==> config.mk <==
export PLATFORM = sky130hd
export DESIGN_NAME = i3c_target_top
export DESIGN_NICKNAME = d
export VERILOG_FILES = /design/src/i3c_target_pkg.sv /design/src/bus_monitor.sv /design/src/bus_rx_shifter.sv /design/src/target_fsm.sv /design/src/sda_driver.sv /design/src/i3c_target_top.sv
export VERILOG_INCLUDE_DIRS = /design/src
export SDC_FILE = /design/constraint.sdc
export NUM_CORES = 1
export LEC_CHECK = 0
export BUFFER_PORTS_ARGS = -buffer_cell sky130_fd_sc_hd__buf_2
export CORE_UTILIZATION = 39
export CTS_BUF_LIST = sky130_fd_sc_hd__clkbuf_2 sky130_fd_sc_hd__clkbuf_4 sky130_fd_sc_hd__clkbuf_8
export DETAILED_ROUTE_END_ITERATION = 6
export PLACE_DENSITY_LB_ADDON = 0.15
export REMOVE_ABC_BUFFERS = 1
export SYNTH_ARGS = -nofsm -noshare
export SYNTH_HDL_FRONTEND = slang
export SYNTH_SLANG_ARGS = --single-unit
==> constraint.sdc <==
create_clock -name clk_i -period 2.99 [get_ports clk_i]
set_clock_uncertainty 0.2 [all_clocks]
set_input_delay 0.7475 -clock clk_i [delete_from_list [all_inputs] [get_ports clk_i]]
set_output_delay 0.7475 -clock clk_i [all_outputs]
set_load 0.02 [all_outputs]
==> src/i3c_target_defs.svh <==
// Widths and bit counts for the I3C write-only target; timing values count clk_i cycles
`ifndef I3C_TARGET_DEFS_SVH
`define I3C_TARGET_DEFS_SVH

// 7-bit target address, the address byte adds RnW
`define I3C_ADDR_W 7

// SDR byte on the bus
`define I3C_BYTE_W 8

// Flops on each SCL/SDA input before edge detection
`define I3C_SYNC_STAGES 2

// Width of the hold timing input
`define I3C_TIMING_W 20

// SCL bits per bus word, 8 data plus ACK or T-bit
`define I3C_WORD_BITS 9

`endif

==> src/i3c_target_pkg.sv <==
// Bus and queue types of the write-only I3C target; SDR private writes only
`include "i3c_target_defs.svh"

package i3c_target_pkg;

  // One-cycle pulses from the bus monitor
  typedef struct packed {
    logic start;
    logic rstart;
    logic stop;
    logic scl_rise;
    logic scl_fall;
  } bus_event_t;

  // Dynamic address takes precedence once valid
  typedef struct packed {
    logic [`I3C_ADDR_W-1:0] sta_addr;
    logic                   sta_valid;
    logic [`I3C_ADDR_W-1:0] dyn_addr;
    logic                   dyn_valid;
  } addr_cfg_t;

  // Word received from the bus, valid is a strobe
  typedef struct packed {
    logic [`I3C_BYTE_W-1:0] data;
    logic                   ninth;
    logic                   valid;
  } bus_word_t;

  // Write side of the RX queue
  typedef struct packed {
    logic                   wvalid;
    logic [`I3C_BYTE_W-1:0] wdata;
    logic                   last;
  } rx_queue_wr_t;

  typedef enum logic [2:0] {
    Idle,
    Addr,
    AddrAck,
    Data,
    Ignore
  } tgt_state_e;

endpackage

==> src/bus_monitor.sv <==
// SCL and SDA must idle high; events appear SYNC_STAGES plus one cycle after the pins change
`include "i3c_target_defs.svh"

module bus_monitor (
  input  logic                       clk_i,
  input  logic                       rst_ni,
  input  logic                       scl_i,
  input  logic                       sda_i,
  output i3c_target_pkg::bus_event_t events_o,
  output logic                       sda_sync_o
);
  import i3c_target_pkg::*;

  logic [`I3C_SYNC_STAGES-1:0] scl_sync_q;
  logic [`I3C_SYNC_STAGES-1:0] sda_sync_q;
  logic                        scl_s;
  logic                        sda_s;
  logic                        scl_prev_q;
  logic                        sda_prev_q;
  logic                        xfer_open_q;
  bus_event_t                  events_d;
  bus_event_t                  events_q;

  assign scl_s = scl_sync_q[`I3C_SYNC_STAGES-1];
  assign sda_s = sda_sync_q[`I3C_SYNC_STAGES-1];

  // Synchronizers reset to the idle bus level
  always_ff @(posedge clk_i or negedge rst_ni) begin
    if (!rst_ni) begin
      scl_sync_q <= '1;
      sda_sync_q <= '1;
      scl_prev_q <= 1'b1;
      sda_prev_q <= 1'b1;
    end else begin
      scl_sync_q <= {scl_sync_q[`I3C_SYNC_STAGES-2:0], scl_i};
      sda_sync_q <= {sda_sync_q[`I3C_SYNC_STAGES-2:0], sda_i};
      scl_prev_q <= scl_s;
      sda_prev_q <= sda_s;
    end
  end

  always_comb begin
    events_d          = '0;
    events_d.scl_rise = scl_s & ~scl_prev_q;
    events_d.scl_fall = ~scl_s & scl_prev_q;
    // SDA may only move with SCL high for a bus condition
    if (scl_s && scl_prev_q) begin
      if (sda_prev_q && !sda_s) begin
        events_d.start  = ~xfer_open_q;
        events_d.rstart = xfer_open_q;
      end
      if (!sda_prev_q && sda_s) begin
        events_d.stop = 1'b1;
      end
    end
  end

  always_ff @(posedge clk_i or negedge rst_ni) begin
    if (!rst_ni) begin
      events_q    <= '0;
      xfer_open_q <= 1'b0;
    end else begin
      events_q <= events_d;
      if (events_d.start) begin
        xfer_open_q <= 1'b1;
      end else if (events_d.stop) begin
        xfer_open_q <= 1'b0;
      end
    end
  end

  assign events_o = events_q;

  // Delayed copy lines up with the registered events
  assign sda_sync_o = sda_prev_q;

endmodule

==> src/bus_rx_shifter.sv <==
// Samples SDA on SCL rise; the address word strobes after 8 bits and its ACK bit is skipped
`include "i3c_target_defs.svh"

module bus_rx_shifter (
  input  logic                       clk_i,
  input  logic                       rst_ni,
  input  i3c_target_pkg::bus_event_t events_i,
  input  logic                       sda_i,
  input  logic                       addr_phase_i,
  output i3c_target_pkg::bus_word_t  word_o
);

  localparam int unsigned CntW = $clog2(`I3C_WORD_BITS);
  localparam logic [CntW-1:0] LastBit = CntW'(`I3C_WORD_BITS - 1);
  localparam logic [CntW-1:0] AddrLastBit = CntW'(`I3C_WORD_BITS - 2);

  logic [`I3C_BYTE_W-1:0] shift_q;
  logic [CntW-1:0]        bit_cnt_q;
  logic                   skip_ack_q;
  logic                   addr_done;
  logic                   word_done;
  logic                   valid_q;
  logic [`I3C_BYTE_W-1:0] data_q;
  logic                   ninth_q;

  assign addr_done = events_i.scl_rise & addr_phase_i & (bit_cnt_q == AddrLastBit);
  assign word_done = events_i.scl_rise & (bit_cnt_q == LastBit);

  always_ff @(posedge clk_i or negedge rst_ni) begin
    if (!rst_ni) begin
      bit_cnt_q  <= '0;
      skip_ack_q <= 1'b0;
      valid_q    <= 1'b0;
    end else begin
      valid_q <= 1'b0;
      if (events_i.start || events_i.rstart) begin
        bit_cnt_q  <= '0;
        skip_ack_q <= 1'b0;
      end else if (word_done) begin
        bit_cnt_q  <= '0;
        skip_ack_q <= 1'b0;
        // Ninth bit of the address is the ACK, not ours to report
        valid_q    <= ~skip_ack_q;
      end else if (events_i.scl_rise) begin
        bit_cnt_q <= bit_cnt_q + 1'b1;
        if (addr_done) begin
          skip_ack_q <= 1'b1;
          valid_q    <= 1'b1;
        end
      end
    end
  end

  always_ff @(posedge clk_i) begin
    if (events_i.scl_rise) begin
      shift_q <= {shift_q[`I3C_BYTE_W-2:0], sda_i};
    end
    if (addr_done) begin
      data_q  <= {shift_q[`I3C_BYTE_W-2:0], sda_i};
      ninth_q <= 1'b0;
    end else if (word_done) begin
      data_q  <= shift_q;
      ninth_q <= sda_i;
    end
  end

  assign word_o = '{data: data_q, ninth: ninth_q, valid: valid_q};

endmodule

==> src/target_fsm.sv <==
// Private writes only; rx_queue_full_i is sampled at the address byte and never throttles data
`include "i3c_target_defs.svh"

module target_fsm (
  input  logic                         clk_i,
  input  logic                         rst_ni,
  input  i3c_target_pkg::bus_event_t   events_i,
  input  i3c_target_pkg::bus_word_t    word_i,
  input  i3c_target_pkg::addr_cfg_t    addr_cfg_i,
  input  logic                         rx_queue_full_i,
  output logic                         addr_phase_o,
  output logic                         ack_req_o,
  output i3c_target_pkg::rx_queue_wr_t rx_queue_o,
  output logic                         parity_err_o,
  output logic [`I3C_BYTE_W-1:0]       bus_addr_o,
  output logic                         bus_addr_valid_o
);
  import i3c_target_pkg::*;

  tgt_state_e             state_q;
  tgt_state_e             state_d;
  logic [`I3C_ADDR_W-1:0] addr7;
  logic                   addr_rnw;
  logic                   addr_match;
  logic                   addr_ack;
  logic                   addr_word;
  logic                   data_word;
  logic                   parity_ok;
  logic                   end_of_xfer;
  logic [`I3C_BYTE_W-1:0] held_q;
  logic                   held_valid_q;
  logic                   wvalid_q;
  logic [`I3C_BYTE_W-1:0] wdata_q;
  logic                   last_q;
  logic                   parity_err_q;
  logic [`I3C_BYTE_W-1:0] addr_byte_q;
  logic                   addr_valid_q;

  assign addr7    = word_i.data[`I3C_BYTE_W-1:1];
  assign addr_rnw = word_i.data[0];

  // Static address only counts until a dynamic one is assigned
  assign addr_match = addr_cfg_i.dyn_valid ? (addr7 == addr_cfg_i.dyn_addr) :
                      (addr_cfg_i.sta_valid && (addr7 == addr_cfg_i.sta_addr));
  assign addr_ack   = addr_match & ~addr_rnw & ~rx_queue_full_i;

  assign addr_word   = (state_q == Addr) & word_i.valid;
  assign data_word   = (state_q == Data) & word_i.valid;
  // T-bit gives odd parity over the byte
  assign parity_ok   = (word_i.ninth == ~^word_i.data);
  assign end_of_xfer = (state_q == Data) & (events_i.stop | events_i.rstart);

  always_comb begin
    state_d = state_q;
    unique case (state_q)
      Idle: begin
        if (events_i.start) state_d = Addr;
      end
      Addr: begin
        if (word_i.valid) state_d = addr_ack ? AddrAck : Ignore;
      end
      AddrAck: begin
        // Fall after bit 8 opens the ACK bit
        if (events_i.scl_fall) state_d = Data;
      end
      default: ;
    endcase
    if (events_i.rstart) state_d = Addr;
    if (events_i.stop) state_d = Idle;
  end

  always_ff @(posedge clk_i or negedge rst_ni) begin
    if (!rst_ni) begin
      state_q      <= Idle;
      held_valid_q <= 1'b0;
      wvalid_q     <= 1'b0;
      parity_err_q <= 1'b0;
      addr_valid_q <= 1'b0;
    end else begin
      state_q      <= state_d;
      wvalid_q     <= 1'b0;
      parity_err_q <= 1'b0;
      addr_valid_q <= addr_word;
      if (data_word) begin
        if (parity_ok) begin
          held_valid_q <= 1'b1;
          wvalid_q     <= held_valid_q;
        end else begin
          parity_err_q <= 1'b1;
        end
      end
      if (end_of_xfer) begin
        held_valid_q <= 1'b0;
        wvalid_q     <= held_valid_q;
      end
    end
  end

  // One byte is held back until we know whether it closes the transfer
  always_ff @(posedge clk_i) begin
    if (addr_word) begin
      addr_byte_q <= word_i.data;
    end
    if (data_word && parity_ok) begin
      held_q  <= word_i.data;
      wdata_q <= held_q;
      last_q  <= 1'b0;
    end
    if (end_of_xfer) begin
      wdata_q <= held_q;
      last_q  <= 1'b1;
    end
  end

  assign addr_phase_o     = (state_q == Addr);
  assign ack_req_o        = (state_q == AddrAck);
  assign rx_queue_o       = '{wvalid: wvalid_q, wdata: wdata_q, last: last_q};
  assign parity_err_o     = parity_err_q;
  assign bus_addr_o       = addr_byte_q;
  assign bus_addr_valid_o = addr_valid_q;

endmodule

==> src/sda_driver.sv <==
// Open-drain only; SDA changes t_hd_dat_i cycles after the SCL fall event, 0 and 1 both act as one
`include "i3c_target_defs.svh"

module sda_driver (
  input  logic                       clk_i,
  input  logic                       rst_ni,
  input  i3c_target_pkg::bus_event_t events_i,
  input  logic                       ack_req_i,
  input  logic [`I3C_TIMING_W-1:0]   t_hd_dat_i,
  output logic                       sda_o
);

  logic [`I3C_TIMING_W-1:0] hold_cnt_q;
  logic                     hold_busy_q;
  logic                     ack_armed_q;
  logic                     hold_last;

  assign hold_last = (hold_cnt_q[`I3C_TIMING_W-1:1] == '0);

  always_ff @(posedge clk_i or negedge rst_ni) begin
    if (!rst_ni) begin
      hold_cnt_q  <= '0;
      hold_busy_q <= 1'b0;
      ack_armed_q <= 1'b0;
      sda_o       <= 1'b1;
    end else if (events_i.stop) begin
      hold_busy_q <= 1'b0;
      ack_armed_q <= 1'b0;
      sda_o       <= 1'b1;
    end else if (events_i.scl_fall) begin
      hold_cnt_q  <= t_hd_dat_i;
      hold_busy_q <= 1'b1;
      ack_armed_q <= ack_req_i;
    end else if (hold_busy_q) begin
      if (hold_last) begin
        hold_busy_q <= 1'b0;
        sda_o       <= ~ack_armed_q;
      end else begin
        hold_cnt_q <= hold_cnt_q - 1'b1;
      end
    end
  end

endmodule

==> src/i3c_target_top.sv <==
// ctrl_sda_i is the resolved bus level; the DUT only pulls SDA low, SCL is input only
`include "i3c_target_defs.svh"

module i3c_target_top (
  input  logic                         clk_i,
  input  logic                         rst_ni,
  input  logic                         ctrl_scl_i,
  input  logic                         ctrl_sda_i,
  output logic                         ctrl_sda_o,
  input  i3c_target_pkg::addr_cfg_t    addr_cfg_i,
  input  logic [`I3C_TIMING_W-1:0]     t_hd_dat_i,
  input  logic                         rx_queue_full_i,
  output i3c_target_pkg::rx_queue_wr_t rx_queue_o,
  output logic                         bus_start_o,
  output logic                         bus_rstart_o,
  output logic                         bus_stop_o,
  output logic [`I3C_BYTE_W-1:0]       bus_addr_o,
  output logic                         bus_addr_valid_o,
  output logic                         parity_err_o
);
  import i3c_target_pkg::*;

  bus_event_t events;
  bus_word_t  word;
  logic       sda_bus;
  logic       sda_sync;
  logic       addr_phase;
  logic       ack_req;
  logic       sda_drv;

  // Own pull-down is part of the wired-AND we observe
  assign sda_bus    = ctrl_sda_i & sda_drv;
  assign ctrl_sda_o = sda_drv;

  bus_monitor u_bus_monitor (
    .clk_i,
    .rst_ni,
    .scl_i      (ctrl_scl_i),
    .sda_i      (sda_bus),
    .events_o   (events),
    .sda_sync_o (sda_sync)
  );

  bus_rx_shifter u_bus_rx_shifter (
    .clk_i,
    .rst_ni,
    .events_i     (events),
    .sda_i        (sda_sync),
    .addr_phase_i (addr_phase),
    .word_o       (word)
  );

  target_fsm u_target_fsm (
    .clk_i,
    .rst_ni,
    .events_i         (events),
    .word_i           (word),
    .addr_cfg_i,
    .rx_queue_full_i,
    .addr_phase_o     (addr_phase),
    .ack_req_o        (ack_req),
    .rx_queue_o,
    .parity_err_o,
    .bus_addr_o,
    .bus_addr_valid_o
  );

  sda_driver u_sda_driver (
    .clk_i,
    .rst_ni,
    .events_i   (events),
    .ack_req_i  (ack_req),
    .t_hd_dat_i,
    .sda_o      (sda_drv)
  );

  assign bus_start_o  = events.start;
  assign bus_rstart_o = events.rstart;
  assign bus_stop_o   = events.stop;

endmodule

Yosys cells after proc, flatten, opt, wreduce, memory -nomap -nowiden:

Index checks and enable logic that the tools add are counted.

* logic and storage cells: 141
* output and inout bits: 24
* input port bits: 41
* register bits after elaboration: 90

* equality and inequality tests: 13
* add/subtract/negate cells: 2
* bitwise logic cells: 20
* reduce and logical (&&, ||, !) cells: 28
* muxes and demuxes: 49

Operators by type and width (number)
* $mux W20: 3
* $mux W8: 4
* $mux W1: 30
* $mux W3: 7
* $sub A20 B1 Y20 const B: 1
* $logic_not A19 Y1: 1
* $reduce_bool A2 Y1: 9
* $eq A7 B7 Y1: 2
* $mux W4: 3
* $ne A4 B4 Y1 const B: 3
* $and A1 B1 Y1: 11
* $pmux W3 S3: 1
* $not A1 Y1: 8
* $reduce_xnor A8 Y1: 1
* $eq A3 B2 Y1 const B: 2
* $reduce_and A3 Y1: 2
* $reduce_bool A3 Y1: 2
* $logic_and A1 B1 Y1: 5
* $reduce_bool A5 Y1: 1
* $add A4 B1 Y4 const B: 1
* $eq A4 B3 Y1 const B: 1
* $eq A4 B4 Y1 const B: 1
* $reduce_and A2 Y1: 2
* $reduce_and A4 Y1: 1
* other kinds (9): 10

Longest topological paths before layout:

* depth in word-level cells: 10
* mapped depth: 8

Modules after synthesis:

Synthesis repeated with hierarchy kept, for this count alone.

* cell total of the unflattened synthesis: 348
* area total of the unflattened synthesis: 4070.2 um^2

Modules (own cells, without submodules)
* sda_driver: cells each 167, area each 1388.8 um^2, times used 1, sequential area each 576.8 um^2
* target_fsm: cells each 93, area each 1331.3 um^2, times used 1, sequential area each 915.9 um^2
* bus_rx_shifter: cells each 64, area each 972.2 um^2, times used 1, sequential area each 650.6 um^2
* bus_monitor: cells each 23, area each 371.6 um^2, times used 1, sequential area each 307.8 um^2
* i3c_target_top: cells each 1, area each 6.3 um^2, times used 1, sequential area each 0.0 um^2

Worst setup path before layout:

OpenSTA, ideal clock, no wires.

* path type: register to register
* start point: reg u_sda_driver.hold_cnt_q[11]
* end point: reg u_sda_driver.hold_cnt_q[11]
* path buffers: 1
* data required time: 2.665 ns
* setup slack: 0.769 ns
* arrival time: 1.896 ns
* stages on the path, launching flop included: 8
* period minus slack after synthesis: 2.221 ns
* cell sequence: dfrtp_1 -> nor4_4 -> nand4_2 -> o41ai_4 -> inv_2 -> buf_6 -> o22ai_1 -> a21oi_1

* word-level cells in the longest chain between the ends: 4
* elaborated cells on any way between the ends: 7

RTL lines
* start: declaration: RTL line sda_driver.sv:13 `` logic [`I3C_TIMING_W-1:0] hold_cnt_q; ``
* start signal: assignment: RTL line sda_driver.sv:31 `hold_cnt_q <= t_hd_dat_i;`
* start signal: assignment: RTL line sda_driver.sv:39 `hold_cnt_q <= hold_cnt_q - 1'b1;`
* $sub A20 B1 Y20: RTL line sda_driver.sv:39
* $mux W20: RTL line sda_driver.sv:35 `if (hold_last) begin`
* $mux W20: RTL line sda_driver.sv:34 `end else if (hold_busy_q) begin`
* $mux W20: RTL line sda_driver.sv:30 `end else if (events_i.scl_fall) begin`

Several ways; a longest one is shown, not always the timed one. The select of a mux whose other input is x is not followed.
A chain may end at the register's enable or synchronous reset.

Worst setup path after layout:

* start point: reg u_sda_driver.hold_cnt_q[11]
* end point: reg u_sda_driver.sda_o

* word-level cells in the longest chain between the ends: 3

RTL lines
* $logic_not A19 Y1: RTL line sda_driver.sv:18 `` assign hold_last = (hold_cnt_q[`I3C_TIMING_W-1:1] == '0); ``
* $reduce_bool A2 Y1 (no line)
* $reduce_and A3 Y1 (no line)
* end signal: assignment: RTL line sda_driver.sv:37 `sda_o <= ~ack_armed_q;`
* end: declaration: RTL line sda_driver.sv:10 `output logic sda_o`

Every way passes these cells.

==> flow_summary.toml <==
[global_route]
grtUsageTotal = 0.163
antenna_found_initial = 0
grt.overflow.total = 0
grt_max_degree = 24
grt_pass1_vias = 2727
grt_pass1_wl_um = 13700

[logic_synthesis]
avgSynthCellArea_um2 = 11.9
synthTopCellsByArea = "edfxtp_1 30%, dfrtp_1 25%, dfstp_2 4.6%"
synth_top_area_cell = "edfxtp_1"
netlist.area_leader.share = 0.299
synth-main-ff-cell = "dfrtp_1"
syn-cell-area_mm2 = 0.00402
synth_seq_cells = 90
synth_edf_count = 40
async_reset_ff_frac = 0.533
ys_seq_area_frac = 0.609
synth_warnings = 0
syn_inst = 338
ys_types = 54

[power]
powerDensity_mw_per_mm2 = 593
peakVddDrop_mv = 0.228
p_leak_nw = 1.91
total_power_mw = 2.79

[sta]
relSlewSlack = 0.607
final_max_slew_viol_count = 0
setup_viol = 0
fin_tns_setup_ns = 0
min_period_ns = 2.31
rsz0062_at_grt = "false"
fin_ws_ns = 0.678
hold_viol_final = 0
fmax_ghz = 0.432
tightest_slew_ns = 0.590
fin_crit_sh = 0.773

[place]
dpl.hpwl_um = 5840
portBuffers = 64
dp_worst_setup_slack_ns = 0.669
gp_congestion = 0.795

[run]
cap_violations = 0

[drt]
num_vias = 2775
drt-total-wl_um = 8080
drc = 0
avgViaCountPerCell = 5.08
wl_per_cell_um = 14.8
first_pass_iters = 4
drt_iter0_markers = 143
drtAntennaViolNets = 0

[clock_tree]
cts_root_buffer = "clkbuf_8"
cts.sinks = 90
insertion_delay_ns = 0.36
ctsHoldBuffers = 0
post-cts-setup-buffers = 0
htreeDepth = 3
postCtsResizedCells = 0
cts-buffers-inserted = 9
cts_tree = "built"
clockBufferDepth = 2
path_clk_slew_ns = 0.09

[setup_path]
r2r-start = "u_sda_driver.hold_cnt_q[11]"
r2r_end = "u_sda_driver.sda_o"
critPathLaunchType = "flip-flop"
critPathKind = "flip-flop to flip-flop"
crit_path_max_fanout = 6
cp.arrival_ns = 2.39
reg2reg_depth = 5
crit_required_ns = 3.06
rrSetupSlack_ns = 0.68
crit_start = "u_sda_driver.hold_cnt_q[11]"
cp-end-kind = "flip-flop"
endpoint = "u_sda_driver.sda_o"

[die]
start_util = 0.408
die_h_um = 104
io_pins = 65
core_mm2 = 0.00986
rows = 36
die_area_mm2 = 0.0107
die_w_um = 104

[cells_and_area]
utilization = 0.477
areaGrowthSynthToFinish_pct = 16.9
diodes = 0
fin_nets = 452
drive_gt1_frac = 0.245
fillCellCount = 924

[min_path]
min_path_type = "primary input to asynchronous set/reset pin"

[status]
status = "finished clean"
==> placed cells by master (no fill, tap or decap), types with 3 or more instances in the layout <==
master and n:
dfstp_2 7, o21ai_1 14, ha_1 3, buf_4 7, nand2_1 14, o32ai_1 3
nor3_1 10, o2bb2ai_1 3, o21ai_0 11, o22ai_1 6, nor4_1 10, a21oi_1 15
nand4_1 7, edfxtp_1 40, mux2i_1 4, dfrtp_1 41, or4_1 3, mux2_1 8
nor2_1 39, o21a_1 3, a22oi_1 5, clkbuf_8 9, xnor2_1 19, inv_2 4
buf_2 64, nor2b_1 4, a21boi_1 3, xor2_1 3, inv_1 8, nand3_1 9
==> worst min-delay path by stage <==
stage | to | startpoint
after global routing | u_sda_driver.hold_cnt_q[7] | rst_ni
after CTS | u_sda_driver.hold_cnt_q[7] | rst_ni
final | u_sda_driver.hold_cnt_q[7] | rst_ni
after global placement | u_bus_monitor.sda_sync_q[1] | u_bus_monitor.sda_sync_q[0]
after floorplan | u_bus_monitor.scl_sync_q[1] | u_bus_monitor.scl_sync_q[0]
after detailed placement | u_bus_monitor.sda_sync_q[1] | u_bus_monitor.sda_sync_q[0]
==> area by class of cell <==
cell class / instances / area, µm² / share of cell area
clock buffers: 9 / 124 / 0.0263
well taps: 133 / 166 / 0.0354
repair buffers: 71 / 373 / 0.0793
flip-flops and latches: 90 / 2450 / 0.521
multi-input cells: 224 / 1470 / 0.312
inverters: 12 / 45.0 / 0.00958
clock inverters: 7 / 76.3 / 0.0162
==> synth_stat cells, types with 2 or more instances <==
cell / count
dfrtp_1: 41
edfxtp_1: 40
nor2_1: 39
xnor2_1: 19
a21oi_1: 15
nand2_1: 14
o21ai_1: 14
o21ai_0: 11
nor3_1: 10
nor4_1: 10
nand3_1: 9
inv_1: 8
mux2_1: 8
clkbuf_1: 7
dfstp_2: 7
nand4_1: 7
o22ai_1: 6
a22oi_1: 5
inv_2: 4
mux2i_1: 4
nor2b_1: 4
a21boi_1: 3
ha_1: 3
o21a_1: 3
o2bb2ai_1: 3
o32ai_1: 3
or4_1: 3
xor2_1: 3
a311oi_1: 2
and2_1: 2
buf_4: 2
dfxtp_1: 2
nand2b_1: 2
nand4b_1: 2
nor3b_1: 2
nor4_4: 2
o31a_1: 2
==> state kept, by name, summed over array words and instances, names as in the netlist, 2 cells and up <==
signal                      count
u_target_fsm.wdata_q            8
u_bus_rx_shifter.data_q         8
u_bus_rx_shifter.shift_q        8
u_target_fsm.bus_addr_o         8
u_bus_monitor.sda_sync_q        2
u_bus_rx_shifter.bit_cnt_q      4
u_target_fsm.held_q             8
u_bus_monitor.events_o          5
u_target_fsm.state_q            3
u_sda_driver.hold_cnt_q        20
u_bus_monitor.scl_sync_q        2
==> logic make-up after synthesis <==
family	synth area share
and+or+nand+nor	0.151
buffers and inverters	0.0264
adders and majority gates	0.00933
muxes	0.0323
xor gates and xnor gates	0.0535
AOI/OAI and AO/OA	0.118
DFF	0.609
==> where the power goes <==
part           total [mW]  internal [mW]  switching, mW  leakage [nW]
clock               0.830          0.394          0.436         0.103
combinational       0.384          0.183          0.201         0.839
sequential           1.57           1.40          0.174         0.965
==> layer usage <==
| metal | GRT usage | vias to the layer above | part of all wire |
|---|---|---|---|
| met5 | 0 | - | 0 |
| met4 | 0.0631 | 0 | 0.019 |
| met3 | 0.0441 | 13 | 0.037 |
| met2 | 0.236 | 42 | 0.44 |
| met1 | 0.233 | 1328 | 0.50 |
| li1 | - | 1392 | - |
==> per-stage QoR <==
step           cell area, µm²  hold WS (ns)  std cells
6_report                 4700         0.110        546
5_1_grt                  4700         0.125        546
2_1_floorplan            3960         0.145        326
3_3_place_gp             4500         0.146        530
4_1_cts                  4700         0.112        546
3_5_place_dp             4500         0.147        530
==> worst max-delay path: stages, from the launching register on <==
cell	delay, ns
dfrtp_1	0.45
nor4_4	0.41
nand4_2	0.27
nor4_1	0.56
a211oi_1	0.16
a41oi_1	0.19
Power figures use the tool's default switching activity.
